File: src/source/jf_pkg.sv
// Juno First I/O package with shared widths, types, key codes and PLL constants
package jf_pkg;

	// ====================================================================
	// Plain vector types
	// ====================================================================
	typedef logic [4:0]  chan5_t;
	typedef logic [7:0]  chan8_t;
	typedef logic [7:0]  scancode_t;
	typedef logic [5:0]  pll_addr_t;
	typedef logic [31:0] pll_data_t;
	typedef logic [11:0] aspect_t;
	typedef logic [10:0] ps2_key_t;
	typedef logic [15:0] joy_t;
	typedef logic [31:0] status_t;
	// Byte 1 over byte 0
	typedef logic [15:0] dip_t;

	// PCB-matched tone weights, they add up to FFh
	localparam chan8_t COLOR_W0 = 8'h19;
	localparam chan8_t COLOR_W1 = 8'h24;
	localparam chan8_t COLOR_W2 = 8'h35;
	localparam chan8_t COLOR_W3 = 8'h40;
	localparam chan8_t COLOR_W4 = 8'h4D;

	// Framework key word fields
	localparam int PS2_TOGGLE  = 10;
	localparam int PS2_PRESSED = 9;

	// Scancodes of the keys in use
	localparam scancode_t KEY_START1  = 8'h16;
	localparam scancode_t KEY_START2  = 8'h1E;
	localparam scancode_t KEY_COIN1   = 8'h2E;
	localparam scancode_t KEY_COIN2   = 8'h36;
	localparam scancode_t KEY_SERVICE = 8'h46;
	localparam scancode_t KEY_UP      = 8'h75;
	localparam scancode_t KEY_DOWN    = 8'h72;
	localparam scancode_t KEY_LEFT    = 8'h6B;
	localparam scancode_t KEY_RIGHT   = 8'h74;
	localparam scancode_t KEY_FIRE    = 8'h14;
	localparam scancode_t KEY_WARP    = 8'h11;

	// Joystick word bit positions
	localparam int JOY_RIGHT  = 0;
	localparam int JOY_LEFT   = 1;
	localparam int JOY_DOWN   = 2;
	localparam int JOY_UP     = 3;
	localparam int JOY_FIRE   = 4;
	localparam int JOY_WARP   = 5;
	localparam int JOY_START  = 6;
	localparam int JOY_R      = 7;
	localparam int JOY_SELECT = 8;

	// ====================================================================
	// Structs
	// ====================================================================
	typedef struct packed {
		logic warp;
		logic fire;
		logic right;
		logic left;
		logic down;
		logic up;
	} stick_t;

	// All cabinet fields are active low
	typedef struct packed {
		logic [1:0] coin;
		logic [1:0] start;
		stick_t     p1;
		stick_t     p2;
		logic       service;
	} cabinet_t;

	typedef struct packed {
		logic        wr;
		logic [7:0]  index;
		logic [24:0] addr;
		logic [7:0]  dout;
	} ioctl_t;

	typedef struct packed {
		chan5_t r;
		chan5_t g;
		chan5_t b;
		logic   hs;
		logic   vs;
		logic   hblank;
		logic   vblank;
	} core_video_t;

	typedef struct packed {
		chan8_t r;
		chan8_t g;
		chan8_t b;
		logic   hs;
		logic   vs;
		logic   hblank;
		logic   vblank;
	} vga_t;

	typedef struct packed {
		logic      write;
		pll_addr_t address;
		pll_data_t data;
	} pll_cfg_t;

	// Underclock sequence steps, writes go out at 1, 5 and 7
	typedef enum logic [2:0] {
		SEQ_IDLE  = 3'd0,
		SEQ_MODE  = 3'd1,
		SEQ_WAIT2 = 3'd2,
		SEQ_WAIT3 = 3'd3,
		SEQ_WAIT4 = 3'd4,
		SEQ_MVAL  = 3'd5,
		SEQ_WAIT6 = 3'd6,
		SEQ_START = 3'd7
	} seq_state_t;

	// ====================================================================
	// Download, PLL and aspect constants
	// ====================================================================
	localparam logic [7:0] DIP_INDEX      = 8'd254;
	localparam pll_data_t  PLL_M_NATIVE   = 32'd3639383488;
	localparam pll_data_t  PLL_M_UNDER    = 32'd3268298314;
	localparam pll_addr_t  PLL_ADDR_MODE  = 6'd0;
	localparam pll_addr_t  PLL_ADDR_M     = 6'd7;
	localparam pll_addr_t  PLL_ADDR_START = 6'd2;
	localparam aspect_t    AR_NATIVE_W    = 12'd14;
	localparam aspect_t    AR_NATIVE_H    = 12'd16;

endpackage

File: src/source/dip_switch_loader.sv
// DIP switch loader: captures DIP bytes 0 and 1 from the download stream
module dip_switch_loader (
	input  logic           CLK_49M,
	input  logic           rst_n,
	input  jf_pkg::ioctl_t ioctl,
	output jf_pkg::dip_t   dip_sw
);
	import jf_pkg::*;

	// Stored DIP bytes as downloaded
	// Byte 1 sits in the upper half
	dip_t dip_q;
	logic dip_hit;

	// Write to slot 0 or 1 of the DIP index
	assign dip_hit = ioctl.wr && (ioctl.index == DIP_INDEX)
		&& (ioctl.addr[24:1] == '0);

	always_ff @(posedge CLK_49M or negedge rst_n) begin
		if (!rst_n) begin
			// Cleared store reads back as all switches open
			dip_q <= '0;
		end else if (dip_hit) begin
			if (ioctl.addr[0]) begin
				dip_q[15:8] <= ioctl.dout;
			end else begin
				dip_q[7:0] <= ioctl.dout;
			end
		end
	end

	// Downloaded bytes are active low
	assign dip_sw = ~dip_q;

endmodule

File: src/source/jf_io_top.sv
// Juno First I/O top: splits the status word and connects keys, DIP, video and PLL blocks
module jf_io_top (
	input  logic                CLK_49M,
	input  logic                rst_n,
	input  jf_pkg::ps2_key_t    ps2_key,
	input  jf_pkg::joy_t        joystick_0,
	input  jf_pkg::joy_t        joystick_1,
	input  jf_pkg::ioctl_t      ioctl,
	input  jf_pkg::status_t     status,
	input  jf_pkg::core_video_t core_video,
	input  logic                pll_waitrequest,
	output jf_pkg::cabinet_t    cabinet,
	output jf_pkg::dip_t        dip_sw,
	output jf_pkg::vga_t        vga,
	output logic [12:0]         video_arx,
	output logic [12:0]         video_ary,
	output jf_pkg::pll_cfg_t    pll_cfg
);

	// Status fields used here
	logic [1:0] ar_sel;
	logic       horizontal;
	logic       underclock;

	assign ar_sel     = status[14:13];
	assign horizontal = status[12];
	assign underclock = status[21];

	// ====================================================================
	// Blocks
	// ====================================================================
	player_controls player_controls_i (
		.CLK_49M    (CLK_49M),
		.rst_n      (rst_n),
		.ps2_key    (ps2_key),
		.joystick_0 (joystick_0),
		.joystick_1 (joystick_1),
		.cabinet    (cabinet)
	);

	dip_switch_loader dip_switch_loader_i (
		.CLK_49M (CLK_49M),
		.rst_n   (rst_n),
		.ioctl   (ioctl),
		.dip_sw  (dip_sw)
	);

	video_output video_output_i (
		.CLK_49M    (CLK_49M),
		.rst_n      (rst_n),
		.core_video (core_video),
		.ar_sel     (ar_sel),
		.horizontal (horizontal),
		.vga        (vga),
		.video_arx  (video_arx),
		.video_ary  (video_ary)
	);

	// Underclock request comes straight from the OSD bit
	pll_underclock_seq pll_underclock_seq_i (
		.CLK_49M     (CLK_49M),
		.rst_n       (rst_n),
		.underclock  (underclock),
		.waitrequest (pll_waitrequest),
		.cfg         (pll_cfg)
	);

endmodule

File: src/source/player_controls.sv
// Player controls: decodes PS/2 keys and merges them with joysticks into cabinet inputs
module player_controls (
	input  logic             CLK_49M,
	input  logic             rst_n,
	input  jf_pkg::ps2_key_t ps2_key,
	input  jf_pkg::joy_t     joystick_0,
	input  jf_pkg::joy_t     joystick_1,
	output jf_pkg::cabinet_t cabinet
);
	import jf_pkg::*;

	// Previous toggle bit for key event detection
	logic      toggle_q;
	logic      key_event;
	logic      pressed;
	scancode_t code;

	// Keyboard button levels, high while held
	stick_t key_stick;
	logic   key_start1;
	logic   key_start2;
	logic   key_coin1;
	logic   key_coin2;
	logic   key_service;

	// Joystick word to stick fields
	function automatic stick_t joy_to_stick(joy_t joy);
		stick_t s;
		s.up    = joy[JOY_UP];
		s.down  = joy[JOY_DOWN];
		s.left  = joy[JOY_LEFT];
		s.right = joy[JOY_RIGHT];
		s.fire  = joy[JOY_FIRE];
		s.warp  = joy[JOY_WARP];
		return s;
	endfunction

	assign key_event = toggle_q != ps2_key[PS2_TOGGLE];
	assign pressed   = ps2_key[PS2_PRESSED];
	assign code      = ps2_key[7:0];

	// ====================================================================
	// Key decoder
	// ====================================================================
	always_ff @(posedge CLK_49M or negedge rst_n) begin
		if (!rst_n) begin
			toggle_q    <= 1'b0;
			key_stick   <= '0;
			key_start1  <= 1'b0;
			key_start2  <= 1'b0;
			key_coin1   <= 1'b0;
			key_coin2   <= 1'b0;
			key_service <= 1'b0;
		end else begin
			toggle_q <= ps2_key[PS2_TOGGLE];
			// Each event sets the level of its key to the pressed bit
			if (key_event) begin
				case (code)
					KEY_START1:  key_start1      <= pressed;
					KEY_START2:  key_start2      <= pressed;
					KEY_COIN1:   key_coin1       <= pressed;
					KEY_COIN2:   key_coin2       <= pressed;
					KEY_SERVICE: key_service     <= pressed;
					KEY_UP:      key_stick.up    <= pressed;
					KEY_DOWN:    key_stick.down  <= pressed;
					KEY_LEFT:    key_stick.left  <= pressed;
					KEY_RIGHT:   key_stick.right <= pressed;
					KEY_FIRE:    key_stick.fire  <= pressed;
					KEY_WARP:    key_stick.warp  <= pressed;
					// Unknown codes leave every button alone
					default: ;
				endcase
			end
		end
	end

	// ====================================================================
	// Cabinet merge
	// ====================================================================
	// Keyboard arrows drive both players
	always_ff @(posedge CLK_49M or negedge rst_n) begin
		if (!rst_n) begin
			cabinet <= '1;
		end else begin
			cabinet.coin    <= ~{key_coin2, key_coin1 | joystick_0[JOY_SELECT]};
			cabinet.start   <= ~{key_start2 | joystick_0[JOY_R],
				key_start1 | joystick_0[JOY_START]};
			cabinet.p1      <= ~(key_stick | joy_to_stick(joystick_0));
			cabinet.p2      <= ~(key_stick | joy_to_stick(joystick_1));
			cabinet.service <= ~key_service;
		end
	end

	// No X reaches the core once out of reset
	a_cabinet_known: assert property (@(posedge CLK_49M) disable iff (!rst_n)
		!$isunknown(cabinet));

endmodule

File: src/source/pll_underclock_seq.sv
// PLL underclock sequencer: tracks the speed request and writes the PLL management port
module pll_underclock_seq (
	input  logic             CLK_49M,
	input  logic             rst_n,
	input  logic             underclock,
	input  logic             waitrequest,
	output jf_pkg::pll_cfg_t cfg
);
	import jf_pkg::*;

	// Request synchroniser
	logic sync_q1;
	logic sync_q2;
	// Mode the PLL is being set to, low for native speed
	logic mode_q;
	logic settled_change;
	seq_state_t state;

	// Both stages agree on a value other than the latched one
	assign settled_change = (sync_q1 == sync_q2) && (sync_q2 != mode_q);

	// ====================================================================
	// Step sequencer
	// ====================================================================
	always_ff @(posedge CLK_49M or negedge rst_n) begin
		if (!rst_n) begin
			sync_q1 <= 1'b0;
			sync_q2 <= 1'b0;
			mode_q  <= 1'b0;
			state   <= SEQ_IDLE;
		end else begin
			sync_q1 <= underclock;
			sync_q2 <= sync_q1;
			if (settled_change) begin
				// Restarts even in the middle of a sequence
				mode_q <= sync_q2;
				state  <= SEQ_MODE;
			end else if (!waitrequest && (state != SEQ_IDLE)) begin
				// Wraps from step 7 back to idle
				state <= seq_state_t'(state + 3'd1);
			end
		end
	end

	// Write decode
	// The step only moves on a free cycle so each write is a single pulse
	always_comb begin
		cfg = '0;
		if (!waitrequest) begin
			case (state)
				SEQ_MODE: begin
					cfg.write   = 1'b1;
					cfg.address = PLL_ADDR_MODE;
				end
				SEQ_MVAL: begin
					cfg.write   = 1'b1;
					cfg.address = PLL_ADDR_M;
					cfg.data    = mode_q ? PLL_M_UNDER : PLL_M_NATIVE;
				end
				SEQ_START: begin
					cfg.write   = 1'b1;
					cfg.address = PLL_ADDR_START;
				end
				default: ;
			endcase
		end
	end

	a_no_write_stalled: assert property (@(posedge CLK_49M) disable iff (!rst_n)
		cfg.write |-> !waitrequest);
	a_no_write_idle: assert property (@(posedge CLK_49M) disable iff (!rst_n)
		(state == SEQ_IDLE) |-> !cfg.write);

endmodule

File: src/source/video_output.sv
// Video output: PCB tone conversion, sync alignment and aspect ratio selection
module video_output (
	input  logic                CLK_49M,
	input  logic                rst_n,
	input  jf_pkg::core_video_t core_video,
	input  logic [1:0]          ar_sel,
	input  logic                horizontal,
	output jf_pkg::vga_t        vga,
	output logic [12:0]         video_arx,
	output logic [12:0]         video_ary
);
	import jf_pkg::*;

	// Weighted sum of the set bits of one channel
	function automatic chan8_t tone(chan5_t c);
		chan8_t t;
		t = '0;
		if (c[0]) t = t + COLOR_W0;
		if (c[1]) t = t + COLOR_W1;
		if (c[2]) t = t + COLOR_W2;
		if (c[3]) t = t + COLOR_W3;
		if (c[4]) t = t + COLOR_W4;
		return t;
	endfunction

	// ====================================================================
	// Colour and timing stage
	// ====================================================================
	// Sync and blank share the colour register so all stay aligned
	always_ff @(posedge CLK_49M or negedge rst_n) begin
		if (!rst_n) begin
			vga <= '0;
		end else begin
			vga.r      <= tone(core_video.r);
			vga.g      <= tone(core_video.g);
			vga.b      <= tone(core_video.b);
			vga.hs     <= core_video.hs;
			vga.vs     <= core_video.vs;
			vga.hblank <= core_video.hblank;
			vga.vblank <= core_video.vblank;
		end
	end

	// Native ratio swaps with orientation
	// Other settings pass the ARC index to the scaler
	always_comb begin
		if (ar_sel == 2'd0) begin
			video_arx = horizontal ? {1'b0, AR_NATIVE_H} : {1'b0, AR_NATIVE_W};
			video_ary = horizontal ? {1'b0, AR_NATIVE_W} : {1'b0, AR_NATIVE_H};
		end else begin
			video_arx = {11'd0, ar_sel - 2'd1};
			video_ary = '0;
		end
	end

	// Full-scale input gives full-scale output next cycle
	a_full_red: assert property (@(posedge CLK_49M) disable iff (!rst_n)
		(core_video.r == 5'h1F) |=> (vga.r == 8'hFF));
	a_full_blue: assert property (@(posedge CLK_49M) disable iff (!rst_n)
		(core_video.b == 5'h1F) |=> (vga.b == 8'hFF));

endmodule

File: config.mk
export PLATFORM = sky130hd
export DESIGN_NAME = jf_io_top
export DESIGN_NICKNAME = d
export VERILOG_FILES = /design/src/source/jf_pkg.sv /design/src/source/dip_switch_loader.sv /design/src/source/jf_io_top.sv /design/src/source/player_controls.sv /design/src/source/pll_underclock_seq.sv /design/src/source/video_output.sv
export SDC_FILE = /design/constraint.sdc
export NUM_CORES = 1
export LEC_CHECK = 0
export ABC_CLOCK_PERIOD_IN_PS = 3700
export BUFFER_PORTS_ARGS = -buffer_cell sky130_fd_sc_hd__buf_2
export CORE_UTILIZATION = 30
export DETAILED_ROUTE_END_ITERATION = 10
export PLACE_DENSITY_LB_ADDON = 0.08
export SYNTH_ARGS = -nofsm -noshare
export SYNTH_HDL_FRONTEND = slang
export SYNTH_SLANG_ARGS = --single-unit
File: constraint.sdc
create_clock -name CLK_49M -period 3.7 [get_ports CLK_49M]
set_input_delay 0.555 -clock CLK_49M [delete_from_list [all_inputs] [get_ports CLK_49M]]
set_output_delay 0.555 -clock CLK_49M [all_outputs]
set_load 0.02 [all_outputs]
==> Flow_metrics.wiki, run 1 <==
{| class="wikitable"
! Metric !! Value
|-
| Setup slack of the worst register-to-register path || 1940 ps
|-
| Global-route wire length before repair || 14.7 mm
|-
| Clock latency on the worst-skew pair || 330 ps
|-
| HPWL after detailed placement || 7.29 mm
|-
| Run status || completed
|-
| Count of buffers inserted at the top-level ports || 187
|-
| Final routed wire length divided by cell count || roughly 12 um
|-
| Ratio of total power to cell area || 432 nW/um^2
|-
| Inserted Diodes || 0
|-
| Number of buffers created by CTS || 9
|-
| Routability congestion estimate from global placement || 0.846
|-
| VDD IR-drop max || 0.000150 V
|-
| Root buffer selected by CTS || sky130_fd_sc_hd__clkbuf_16
|-
| RSZ-0062 raised after global routing || no
|-
| Synth area leader || sky130_fd_sc_hd__dfrtp_1
|-
| Maximum level of the CTS H-tree || 3
|-
| Ratio of cells with drive above 1 in the final layout || 41.8%
|-
| Pre-antenna DRT Iters || 6
|-
| Most frequent cells after synthesis || sky130_fd_sc_hd__dfrtp_1 (62), sky130_fd_sc_hd__buf_4 (55), sky130_fd_sc_hd__inv_1 (40)
|-
| Total Power || 2.36 mW
|-
| Die Area || between 15000 and 20000 sq um
|-
| Net count reported at finish || roughly 750
|-
| Tightest Hold Check Type || input pin to register
|-
| DIE HEIGHT || 123 um
|-
| Top cell type's share of synthesized area || 35.4%
|-
| Number of antenna violations at the first check in global routing || 0
|-
| Number of enable flip-flop cells after synthesis || 0
|-
| Dominant cell by count in the synthesized netlist || sky130_fd_sc_hd__dfrtp_1
|-
| Yosys warnings || 0
|-
| Type of the worst setup path || register to output port
|-
| Layout Area Growth over Synthesis || 24.8%
|-
| Cell count after placement || roughly 750
|-
| Cell area after technology mapping || between 4000 and 5000 sq um
|-
| Iteration-0 DRC count of the detailed router || 146
|-
| Hold Vio Cnt, Final || 0
|-
| Worst-path cell chain || inv_1 > ha_1 > nand3b_1 > nor2_1 > buf_2
|-
| Overall Global Routing Usage || between 10% and 20%
|-
| Crit path DAT || 1670 ps
|-
| Final setup violating endpoints || 0
|-
| Slack of the critical path || 1470 ps
|-
| IO Pins || 265
|-
| Slew @ Worst Pin || 1010 ps
|-
| Horizontal die dimension || between 100 and 150 um
|-
| Via count of the first global-routing pass || between 3000 and 4000
|-
| Clock sink count || 79
|-
| Maximum clock insertion buffer count || 2
|-
| Wirelength, routed || 9.53 mm
|-
| Via count || ~3400
|-
| Via-per-instance ratio || around 4.4
|-
| Final-report max-slew violation count || 0
|-
| Worst Path Required || 3140 ps
|-
| CTS clock-pin slew for the worst setup and hold paths || 60 ps
|-
| Worst setup timing slack at the placement stage || 1190 ps
|-
| Maximum number of pins on one net before global-route repair || 80
|-
| Highest net fanout along the worst path || 7
|-
| CTS-repair resized insts || 0
|-
| Biggest area contributors in the synthesized netlist || sky130_fd_sc_hd__dfrtp_1 (35%), sky130_fd_sc_hd__dfstp_2 (10%), sky130_fd_sc_hd__buf_4 (9.4%), sky130_fd_sc_hd__mux2_2 (6.9%), sky130_fd_sc_hd__ha_1 (6.6%)
|-
| Slew Limit Headroom || 32.5%
|-
| Most common flop cell mapped by yosys || sky130_fd_sc_hd__dfrtp_1
|-
| Yosys cell types || between 50 and 60
|-
| Starting Density || 31.2%
|-
| Global-route congestion overflow total || 0
|-
| CTS tree || done
|-
| Synth Instances || 420
|-
| Maximum achievable frequency || 449 MHz
|-
| Core area || between 10000 and 15000 sq um
|-
| Aggregate negative setup slack || 0 ps
|-
| Postcts setup bufs || 0
|-
| Final Non-Filler Cells || 768
|-
| Leakage || 2.78 nW
|-
| Share of the clock period used by the worst path after layout || 60.2%
|-
| Standard-cell rows || between 40 and 50
|-
| Type of origin of the critical path || register
|-
| Slowest library cell on the worst path || sky130_fd_sc_hd__dfrtp_1
|-
| Clk_skew || 5.02 ps
|-
| Element type at the critical path end || output port
|-
| Min Clock Period, post-route || roughly 2200 ps
|-
| Hold bufs inserted after CTS || 0
|-
| Antenna Nets Post-Route || 0
|-
| Delay of the slowest critical-path stage || 400 ps
|-
| Synthesized area per cell || about 10 sq um
|-
| Flip-flop and latch count after synthesis || 79
|-
| Sequential share of the synthesized area || between 40% and 50%
|-
| DRC || 0
|-
| Max cap viols || 0
|-
| Proportion of synthesized flip-flops having asynchronous set or reset || 100%
|}
-- metal layers --
metal  track usage [%]  vias to the layer above  share of wire [%]
met5                 0                        -                  0
met4              6.40                        0                1.7
met3              3.64                       11                8.1
met2              20.2                      125                 47
met1              15.8                     1581                 43
li1                  -                     1662                  -
-- critical path, delay by kind of cell (launching register included) --
kind	cells	cell delay, ps
adders and majority gates	1	170
and+or+nand+nor	2	450
buffers and inverters	2	330
DFF	1	400
-- layout by cell type (no fill, tap or decap), drive strengths merged, types with 11 or more instances in the layout --
cell,instances
conb,31
xnor2,14
mux2,28
inv,40
buf,187
ha,23
dfstp,17
nor2,36
nand2,11
dfrtp,62
clkbuf,12
-- kinds of logic after synthesis --
family | count (synthesis) | synth area share, %
AND/OR/NAND/NOR | 114 | 14.8
flip-flops | 79 | 45.6
multiplexers | 34 | 8.56
AO/OA/AOI/OAI | 45 | 6.91
other | 1 | 0.0855
XOR/XNOR | 19 | 3.80
buffers and inverters | 105 | 13.7
adder cells (fa/ha/maj) | 23 | 6.56
-- layout make-up --
type | count | area (sq um)
clock inverters | 4 | 25.0
well taps | 180 | 225
flip-flops and latches | 79 | 2000
multi-input cells | 266 | 1900
inverters | 40 | 150
clock buffers | 12 | 236
fillers | 1441 | 8570
repair buffers | 187 | 938
-- worst paths after layout --
path,startpoint,endpoint,depth (start not counted)
setup / recovery,pll_underclock_seq_i.state[1],pll_cfg[28],5
hold / removal,joystick_1[3],player_controls_i.cabinet[1],2
setup reg to reg,player_controls_i.toggle_q,player_controls_i.key_start2,4
hold reg to reg,player_controls_i.key_service,player_controls_i.cabinet[0],1
max in group asynchronous,rst_n,dip_switch_loader_i.dip_q[8],1
min in group asynchronous,rst_n,pll_underclock_seq_i.state[2],1
-- metrics by stage --
step / hold slack (ps) / instance area [sq um] / utilization [%]
global route: 305 / 5470 / 39.0
global placement: 366 / 5210 / 37.1
finish: 321 / 5470 / 39.0
CTS: 301 / 5470 / 39.0
floorplan: 259 / 4500 / -
detailed placement: 371 / 5210 / 37.1
-- report_power, final --
| group | switching [mW] | internal, mW | total [mW] |
|---|---|---|---|
| Sequential | 0.0344 | 0.946 | 0.981 |
| Clock | 0.344 | 0.453 | 0.796 |
| Combinational | 0.372 | 0.215 | 0.587 |
-- registers in the layout (all words and copies together), names as in the netlist --
signal,count
player_controls_i.key_start2,1
dip_switch_loader_i.dip_q,16
video_output_i.vga,28
player_controls_i.key_start1,1
player_controls_i.key_coin1,1
pll_underclock_seq_i.state,3
pll_underclock_seq_i.sync_q1,1
player_controls_i.toggle_q,1
player_controls_i.key_coin2,1
pll_underclock_seq_i.mode_q,1
player_controls_i.key_service,1
player_controls_i.cabinet,17
player_controls_i.key_stick,6
pll_underclock_seq_i.sync_q2,1
Power figures use the tool's default switching activity.
==> run 2: changes to the inputs <==
ABC_CLOCK_PERIOD_IN_PS = 2200   (was 3700)
clock period = 2.2 ns   (was 3.7 ns; I/O delays follow)
==> Flow_metrics.wiki, run 2 (synthesized netlist as in run 1, its figures left out) <==
{| class="wikitable"
! Metric !! Value
|-
| Run status || completed (unchanged)
|-
| Fraction of power consumed by sequential logic || 40.5% (was 41.5%)
|-
| Register bank with the most flops || video_output_i.vga (unchanged)
|-
| Clock latency on the worst-skew pair || 340 ps (was 330 ps)
|-
| Via count || 3456 (was 3379)
|-
| Starting Density || 31.2% (unchanged)
|-
| Type of the worst setup path || register to output port (unchanged)
|-
| Top Registers || video_output_i.vga x28, player_controls_i.cabinet x17, dip_switch_loader_i.dip_q x16 (unchanged)
|-
| # fillers || 1425 (was 1441)
|-
| CTS tree || done (unchanged)
|-
| Iteration-0 DRC count of the detailed router || 184 (was 146)
|-
| Most Frequent Cell on Critical Path || sky130_fd_sc_hd__inv_1
|-
| Horizontal die dimension || 123 um (unchanged)
|-
| Clk network pwr share || 34.5% (was 33.7%)
|-
| Core area || 14000 sq um (unchanged)
|-
| Hold Vio Cnt, Final || 0 (unchanged)
|-
| Die Area || 15100 sq um (unchanged)
|-
| Number of buffer and inverter stages on the critical path || 3 (was 2)
|-
| HPWL after detailed placement || 7.65 mm (was 7.29 mm)
|-
| Via-per-instance ratio || 4.41 (was 4.40)
|-
| Clock sink count || 79 (unchanged)
|-
| Layout Area Growth over Synthesis || 28.4% (was 24.8%)
|-
| Final setup violating endpoints || 0 (unchanged)
|-
| Maximum achievable frequency || approximately 500 MHz
|-
| Global-route wire length before repair || 15.2 mm (was 14.7 mm)
|-
| Tightest Hold Check Type || input pin to register (unchanged)
|-
| Worst reg2reg path endpoint || player_controls_i.key_start2 (unchanged)
|-
| Leakage || 2.87 nW (was 2.78 nW)
|-
| DRC || 0 (unchanged)
|-
| Overall Global Routing Usage || 13.1% (was 12.7%)
|-
| Final Hold Slack || 92.6 ps (was 321 ps)
|-
| Slew @ Worst Pin || 544 ps (was 1010 ps)
|-
| Share of the clock period used by the worst path after layout || 89.7%
|-
| Number of buffers created by CTS || 9 (unchanged)
|-
| Net count reported at finish || 761 (was 745)
|-
| Critical path destination || pll_cfg[14] (was pll_cfg[28])
|-
| Min Clock Period, post-route || 1970 ps
|-
| R2R cell count || 5 (was 4)
|-
| Cell-internal power || 2.75 mW (was 1.61 mW)
|-
| Aggregate negative setup slack || 0 ps (unchanged)
|-
| Clk_skew || 3.31 ps (was 5.02 ps)
|-
| Root buffer selected by CTS || sky130_fd_sc_hd__clkbuf_16 (unchanged)
|-
| Number of flip-flops in the largest register || 28 (unchanged)
|-
| Routability congestion estimate from global placement || 0.830 (was 0.846)
|-
| Maximum clock insertion buffer count || 2 (unchanged)
|-
| Final routed wire length divided by cell count || 12.5 um (was 12.4 um)
|-
| Maximum number of pins on one net before global-route repair || 42 (was 80)
|-
| Share of total power consumed by net switching || 32.5% (was 31.7%)
|-
| Wirelength, routed || 9.77 mm (was 9.53 mm)
|-
| Worst setup timing slack at the placement stage || 157 ps (was 1190 ps)
|-
| Final-report max-slew violation count || 0 (unchanged)
|-
| Max cap viols || 0 (unchanged)
|-
| Worst Path Required || 1870 ps (was 3140 ps)
|-
| Maximum level of the CTS H-tree || 3 (unchanged)
|-
| Post-place instance area || 5340 sq um (was 5210 sq um)
|-
| Count of buffers inserted at the top-level ports || 187 (unchanged)
|-
| Number of antenna violations at the first check in global routing || 0 (unchanged)
|-
| Final instance area || 5630 sq um (was 5470 sq um)
|-
| Number of cells on the critical path || 6 (was 5)
|-
| Inserted Diodes || 0 (unchanged)
|-
| Ratio of cells with drive above 1 in the final layout || 43.9% (was 41.8%)
|-
| VDD IR-drop max || 0.000287 V (was 0.000150 V)
|-
| Slew Limit Headroom || 63.7% (was 32.5%)
|-
| Commonest non-fill, non-tap cells in the layout || sky130_fd_sc_hd__buf_2 (186), sky130_fd_sc_hd__dfrtp_1 (62), sky130_fd_sc_hd__inv_1 (40) (unchanged)
|-
| Ratio of total power to cell area || 724 nW/um^2 (was 432 nW/um^2)
|-
| Antenna Nets Post-Route || 0 (unchanged)
|-
| Slowest library cell on the worst path || sky130_fd_sc_hd__dfrtp_1 (unchanged)
|-
| Setup slack of the worst register-to-register path || 680 ps (was 1940 ps)
|-
| Global-route congestion overflow total || 0 (unchanged)
|-
| Delay of the slowest critical-path stage || 390 ps (was 400 ps)
|-
| Element type at the critical path end || output port (unchanged)
|-
| Worst-path cell chain || inv_1 > ha_1 > nand3b_1 > inv_1 > and2_1 > buf_2 (was inv_1 > ha_1 > nand3b_1 > nor2_1 > buf_2)
|-
| Highest net fanout along the worst path || 6 (was 7)
|-
| Critical path's top delay family || flip-flops (was simple AND/OR/NAND/NOR gates)
|-
| Type of origin of the critical path || register (unchanged)
|-
| Slack of the critical path || 227 ps (was 1470 ps)
|-
| Pre-antenna DRT Iters || 4 (was 6)
|-
| Leading cell type in the layout, fill and taps excluded || sky130_fd_sc_hd__buf_2 (unchanged)
|-
| DIE HEIGHT || 123 um (unchanged)
|-
| Crit path DAT || 1640 ps (was 1670 ps)
|-
| Switching power of the nets || 1.32 mW (was 0.750 mW)
|-
| Standard-cell rows || 43 (unchanged)
|-
| IO Pins || 265 (unchanged)
|-
| Start point of the critical path || pll_underclock_seq_i.state[1] (unchanged)
|-
| Combinational share of power || 25.0% (was 24.8%)
|-
| CTS clock-pin slew for the worst setup and hold paths || 70 ps (was 60 ps)
|-
| Worst r2r src || player_controls_i.toggle_q (unchanged)
|-
| Via count of the first global-routing pass || 3277 (was 3069)
|-
| RSZ-0062 raised after global routing || no (unchanged)
|}
run 2: metal layers:
layer	share of wire (%)	vias up	global-route usage, %
li1	-	1695	-
met1	43	1624	15.7
met2	48	125	21.6
met3	7.7	12	3.69
met4	1.7	0	6.10
met5	0	-	0
run 2: metrics by stage:
step | instances | power (mW) | utilization [%]
floorplan | 450 | 2.43 | -
global placement | 767 | 2.69 | 38.0
detailed placement | 767 | 2.70 | 38.0
CTS | 784 | 4.15 | 40.1
global route | 784 | 4.34 | 40.1
finish | 784 | 4.07 | 40.1
run 2: power groups by stage:
stage | registers (mW) | clock network [mW] | logic (mW)
detailed placement | 1.68 | 0 | 1.03
floorplan | 1.78 | 0 | 0.643
global route | 1.66 | 1.53 | 1.14
global placement | 1.67 | 0 | 1.02
CTS | 1.65 | 1.46 | 1.03
finish | 1.65 | 1.41 | 1.02
run 2: layout make-up:
type | count | area [sq um] | share of cell area (%)
timing repair buffer | 203 | 1070 | 19.1
sequential | 79 | 2000 | 35.5
clock buffer | 9 | 225 | 4.00
tap | 180 | 225 | 4.00
multi-input combinational | 266 | 1900 | 33.8
clock inverter | 7 | 55.1 | 0.978
inverter | 40 | 150 | 2.67
run 2: worst reg2reg max path: cells and delay by family, from the launching register on:
family | cells | cell delay, ps
buf+inv | 1 | 170
xor+xnor | 1 | 150
flops | 1 | 370
mux | 1 | 340
simple gates | 2 | 380
run 2: how the worst min path moves through the flow:
stage | from | endpoint | depth (start not counted)
after CTS | joystick_1[0] | player_controls_i.cabinet[4] | 2
after global placement | rst_n | pll_underclock_seq_i.state[2] | 1
after global routing | core_video[0] | video_output_i.vga[0] | 1
final | core_video[0] | video_output_i.vga[0] | 1
after detailed placement | rst_n | pll_underclock_seq_i.state[2] | 1
after floorplan | rst_n | dip_switch_loader_i.dip_q[0] | 0
run 2: what timing repair did:
item | in CTS | in global routing
hold buffers | 1 | 0
endpoints found under the setup margin | 0 | 7
setup buffers | 0 | 0
hold endpoints to repair | 13 | 0
gates resized for setup | 0 | 1
==> run 3: changes to the inputs <==
SYNTH_HIERARCHICAL = 1   (was default)
==> Flow_metrics.wiki, run 3 <==
{| class="wikitable"
! Metric !! Value
|-
| Register bank with the most flops || video_output_i/vga (was video_output_i.vga)
|-
| Worst-path cell chain || ha_1 > nand3b_1 > inv_2 > and2_2 > buf_2 (was inv_1 > ha_1 > nand3b_1 > inv_1 > and2_1 > buf_2)
|-
| Total Power || 4.00 mW (was 4.07 mW)
|-
| CTS tree || done (unchanged)
|-
| Share of total power consumed by net switching || 31.8% (was 32.5%)
|-
| Element type at the critical path end || output port (unchanged)
|-
| Via count || 3462 (was 3456)
|-
| Highest net fanout along the worst path || 10 (was 6)
|-
| Proportion of synthesized flip-flops having asynchronous set or reset || 100% (unchanged)
|-
| Synthesized area per cell || 10.8 sq um (was 10.4 sq um)
|-
| Switching power of the nets || 1.27 mW (was 1.32 mW)
|-
| Via count of the first global-routing pass || 3105 (was 3277)
|-
| Number of antenna violations at the first check in global routing || 0 (unchanged)
|-
| Flip-flop and latch count after synthesis || 79 (unchanged)
|-
| Share of the clock period used by the worst path after layout || 88.2% (was 89.7%)
|-
| Leakage || 2.82 nW (was 2.87 nW)
|-
| Hold Vio Cnt, Final || 0 (unchanged)
|-
| Maximum number of pins on one net before global-route repair || 41 (was 42)
|-
| Wirelength, routed || 9.90 mm (was 9.77 mm)
|-
| Clk network pwr share || 33.5% (was 34.5%)
|-
| Max cap viols || 0 (unchanged)
|-
| Count of buffers inserted at the top-level ports || 187 (unchanged)
|-
| Core area || 14500 sq um (was 14000 sq um)
|-
| Biggest area contributors in the synthesized netlist || sky130_fd_sc_hd__dfrtp_1 (35%), sky130_fd_sc_hd__dfstp_2 (10%), sky130_fd_sc_hd__buf_4 (9.6%), sky130_fd_sc_hd__ha_1 (6.2%), sky130_fd_sc_hd__mux2_2 (5.8%) (was sky130_fd_sc_hd__dfrtp_1 (35%), sky130_fd_sc_hd__dfstp_2 (10%), sky130_fd_sc_hd__buf_4 (9.4%), sky130_fd_sc_hd__mux2_2 (6.9%), sky130_fd_sc_hd__ha_1 (6.6%))
|-
| Final instance area || 5610 sq um (was 5630 sq um)
|-
| Yosys cell types || 56 (was 51)
|-
| Number of enable flip-flop cells after synthesis || 0 (unchanged)
|-
| Top cell type's share of synthesized area || 34.9% (was 35.4%)
|-
| Maximum clock insertion buffer count || 2 (unchanged)
|-
| Final setup violating endpoints || 0 (unchanged)
|-
| Number of buffers created by CTS || 9 (unchanged)
|-
| Type of the worst setup path || register to output port (unchanged)
|-
| CTS clock-pin slew for the worst setup and hold paths || 60 ps (was 70 ps)
|-
| Starting Density || 30.7% (was 31.2%)
|-
| Maximum level of the CTS H-tree || 3 (unchanged)
|-
| Via-per-instance ratio || 4.48 (was 4.41)
|-
| Final routed wire length divided by cell count || 12.8 um (was 12.5 um)
|-
| Clock sink count || 79 (unchanged)
|-
| DIE HEIGHT || 124 um (was 123 um)
|-
| Cell area after technology mapping || 4450 sq um (was 4380 sq um)
|-
| Commonest non-fill, non-tap cells in the layout || sky130_fd_sc_hd__buf_2 (186), sky130_fd_sc_hd__dfrtp_1 (62), sky130_fd_sc_hd__inv_1 (35), sky130_fd_sc_hd__nor2_1 (35), sky130_fd_sc_hd__conb_1 (31) (was sky130_fd_sc_hd__buf_2 (186), sky130_fd_sc_hd__dfrtp_1 (62), sky130_fd_sc_hd__inv_1 (40))
|-
| Min Clock Period, post-route || 1940 ps (was 1970 ps)
|-
| Sequential share of the synthesized area || 44.9% (was 45.6%)
|-
| Most common flop cell mapped by yosys || sky130_fd_sc_hd__dfrtp_1 (unchanged)
|-
| Iteration-0 DRC count of the detailed router || 84 (was 184)
|-
| Ratio of cells with drive above 1 in the final layout || 45.7% (was 43.9%)
|-
| Layout Area Growth over Synthesis || 26.1% (was 28.4%)
|-
| Tightest Hold Check Type || input pin to register (unchanged)
|-
| Standard-cell rows || 44 (was 43)
|-
| Top Registers || video_output_i/vga x28, player_controls_i/cabinet x17, dip_switch_loader_i/dip_q x16 (was video_output_i.vga x28, player_controls_i.cabinet x17, dip_switch_loader_i.dip_q x16)
|-
| Maximum achievable frequency || 515 MHz (was 507 MHz)
|-
| Dominant cell by count in the synthesized netlist || sky130_fd_sc_hd__dfrtp_1 (unchanged)
|-
| Inserted Diodes || 0 (unchanged)
|-
| Overall Global Routing Usage || 12.8% (was 13.1%)
|-
| VDD IR-drop max || 0.000336 V (was 0.000287 V)
|-
| IO Pins || 265 (unchanged)
|-
| Synth Instances || 413 (was 420)
|-
| HPWL after detailed placement || 7.79 mm (was 7.65 mm)
|-
| Number of flip-flops in the largest register || 28 (unchanged)
|-
| Ratio of total power to cell area || 712 nW/um^2 (was 724 nW/um^2)
|-
| Pre-antenna DRT Iters || 4 (unchanged)
|-
| Net count reported at finish || 745 (was 761)
|-
| Global-route wire length before repair || 15.1 mm (was 15.2 mm)
|-
| Worst Path Required || 1870 ps (about the same)
|-
| Routability congestion estimate from global placement || 0.804 (was 0.830)
|-
| Delay of the slowest critical-path stage || 420 ps (was 390 ps)
|-
| Die Area || 15300 sq um (was 15100 sq um)
|-
| Slew Limit Headroom || 29.1% (was 63.7%)
|-
| Synth area leader || sky130_fd_sc_hd__dfrtp_1 (unchanged)
|-
| Crit path DAT || 1610 ps (was 1640 ps)
|-
| Antenna Nets Post-Route || 0 (unchanged)
|-
| DRC || 0 (unchanged)
|-
| Most frequent cells after synthesis || sky130_fd_sc_hd__dfrtp_1 (62), sky130_fd_sc_hd__buf_4 (57), sky130_fd_sc_hd__inv_1 (36) (was sky130_fd_sc_hd__dfrtp_1 (62), sky130_fd_sc_hd__buf_4 (55), sky130_fd_sc_hd__inv_1 (40))
|-
| Slowest library cell on the worst path || sky130_fd_sc_hd__dfrtp_1 (unchanged)
|-
| Horizontal die dimension || 124 um (was 123 um)
|-
| Post-place instance area || 5330 sq um (was 5340 sq um)
|-
| Combinational share of power || 25.2% (was 25.0%)
|-
| Yosys warnings || 6 (was 0)
|-
| Slew @ Worst Pin || 1060 ps (was 544 ps)
|-
| Aggregate negative setup slack || 0 ps (unchanged)
|-
| Global-route congestion overflow total || 0 (unchanged)
|-
| Clk_skew || 3.39 ps (was 3.31 ps)
|-
| Clock latency on the worst-skew pair || 330 ps (was 340 ps)
|-
| Leading cell type in the layout, fill and taps excluded || sky130_fd_sc_hd__buf_2 (unchanged)
|-
| Type of origin of the critical path || register (unchanged)
|-
| Final-report max-slew violation count || 0 (unchanged)
|-
| Run status || completed (unchanged)
|-
| Fraction of power consumed by sequential logic || 41.3% (was 40.5%)
|-
| Root buffer selected by CTS || sky130_fd_sc_hd__clkbuf_16 (unchanged)
|-
| Cell-internal power || 2.73 mW (was 2.75 mW)
|-
| RSZ-0062 raised after global routing || no (unchanged)
|}
run 3: logic make-up after synthesis:
logic type	after synthesis	share of synthesized area [%]
AOI/OAI and AO/OA	44	7.00
and+or+nand+nor	109	15.3
DFF	79	44.9
buffers and inverters	102	13.7
adders and majority gates	22	6.18
other	2	0.169
muxes	31	8.01
xor gates and xnor gates	24	4.72
run 3: path summary, 6_finish.rpt:
kind,startpoint,endpoint,slack [ps],cells past startpoint
worst max-delay path,pll_underclock_seq_i/state[0],pll_cfg[14],260,5
worst min-delay path,joystick_0[2],player_controls_i/cabinet[8],100,2
worst max register to register,player_controls_i/toggle_q,player_controls_i/key_stick[1],410,3
worst min register to register,player_controls_i/key_service,player_controls_i/cabinet[0],380,1
max in group asynchronous,rst_n,player_controls_i/cabinet[11],1000,3
min in group asynchronous,rst_n,dip_switch_loader_i/dip_q[8],520,2
run 3: layer usage:
metal / global-route usage (%) / wire length (um) / vias up / part of all wire, %
met1: 16.3 / 4380 / 1654 / 44
li1: - / - / 1659 / -
met2: 21.3 / 4650 / 142 / 47
met5: 0 / 0 / - / 0
met4: 4.52 / 121 / 0 / 1.2
met3: 2.93 / 746 / 7 / 7.5
run 3: final cells by class:
cell class              instances  area (sq um)
flip-flops and latches         79          2000
clock inverters                 6          37.5
fillers                      1498          8870
multi-input cells             261          1950
repair buffers                197          1030
clock buffers                  10           229
inverters                      36           135
well taps                     184           230
run 3: power groups by stage:
stage / logic, mW / clock network (mW) / registers, mW
3_5_place_dp: 1.01 / 0 / 1.68
3_3_place_gp: 0.995 / 0 / 1.67
4_1_cts: 1.01 / 1.39 / 1.65
6_report: 1.01 / 1.34 / 1.65
2_1_floorplan: 0.637 / 0 / 1.79
5_1_grt: 1.12 / 1.46 / 1.67
run 3: what timing repair did:
action,CTS,global route
endpoints found under the setup margin,0,6
hold buffers,1,0
setup buffers,0,1
resized for setup,0,2
endpoints found under the hold margin,31,0
run 3: critical path: cells and delay by family, from the launching register on:
family | cells | cell delay (ps)
fa+ha+maj | 1 | 230
buf+inv | 2 | 250
flops | 1 | 420
simple gates | 2 | 370
run 3: through the flow:
step | instances | utilization (%) | worst slack, ps | hold slack [ps]
floorplan | 442 | - | 259 | 34.4
global placement | 755 | 36.8 | 139 | 344
detailed placement | 755 | 36.8 | 110 | 353
CTS | 772 | 38.7 | 123 | 88.2
global route | 773 | 38.8 | 29.9 | 84.3
finish | 773 | 38.8 | 260 | 102
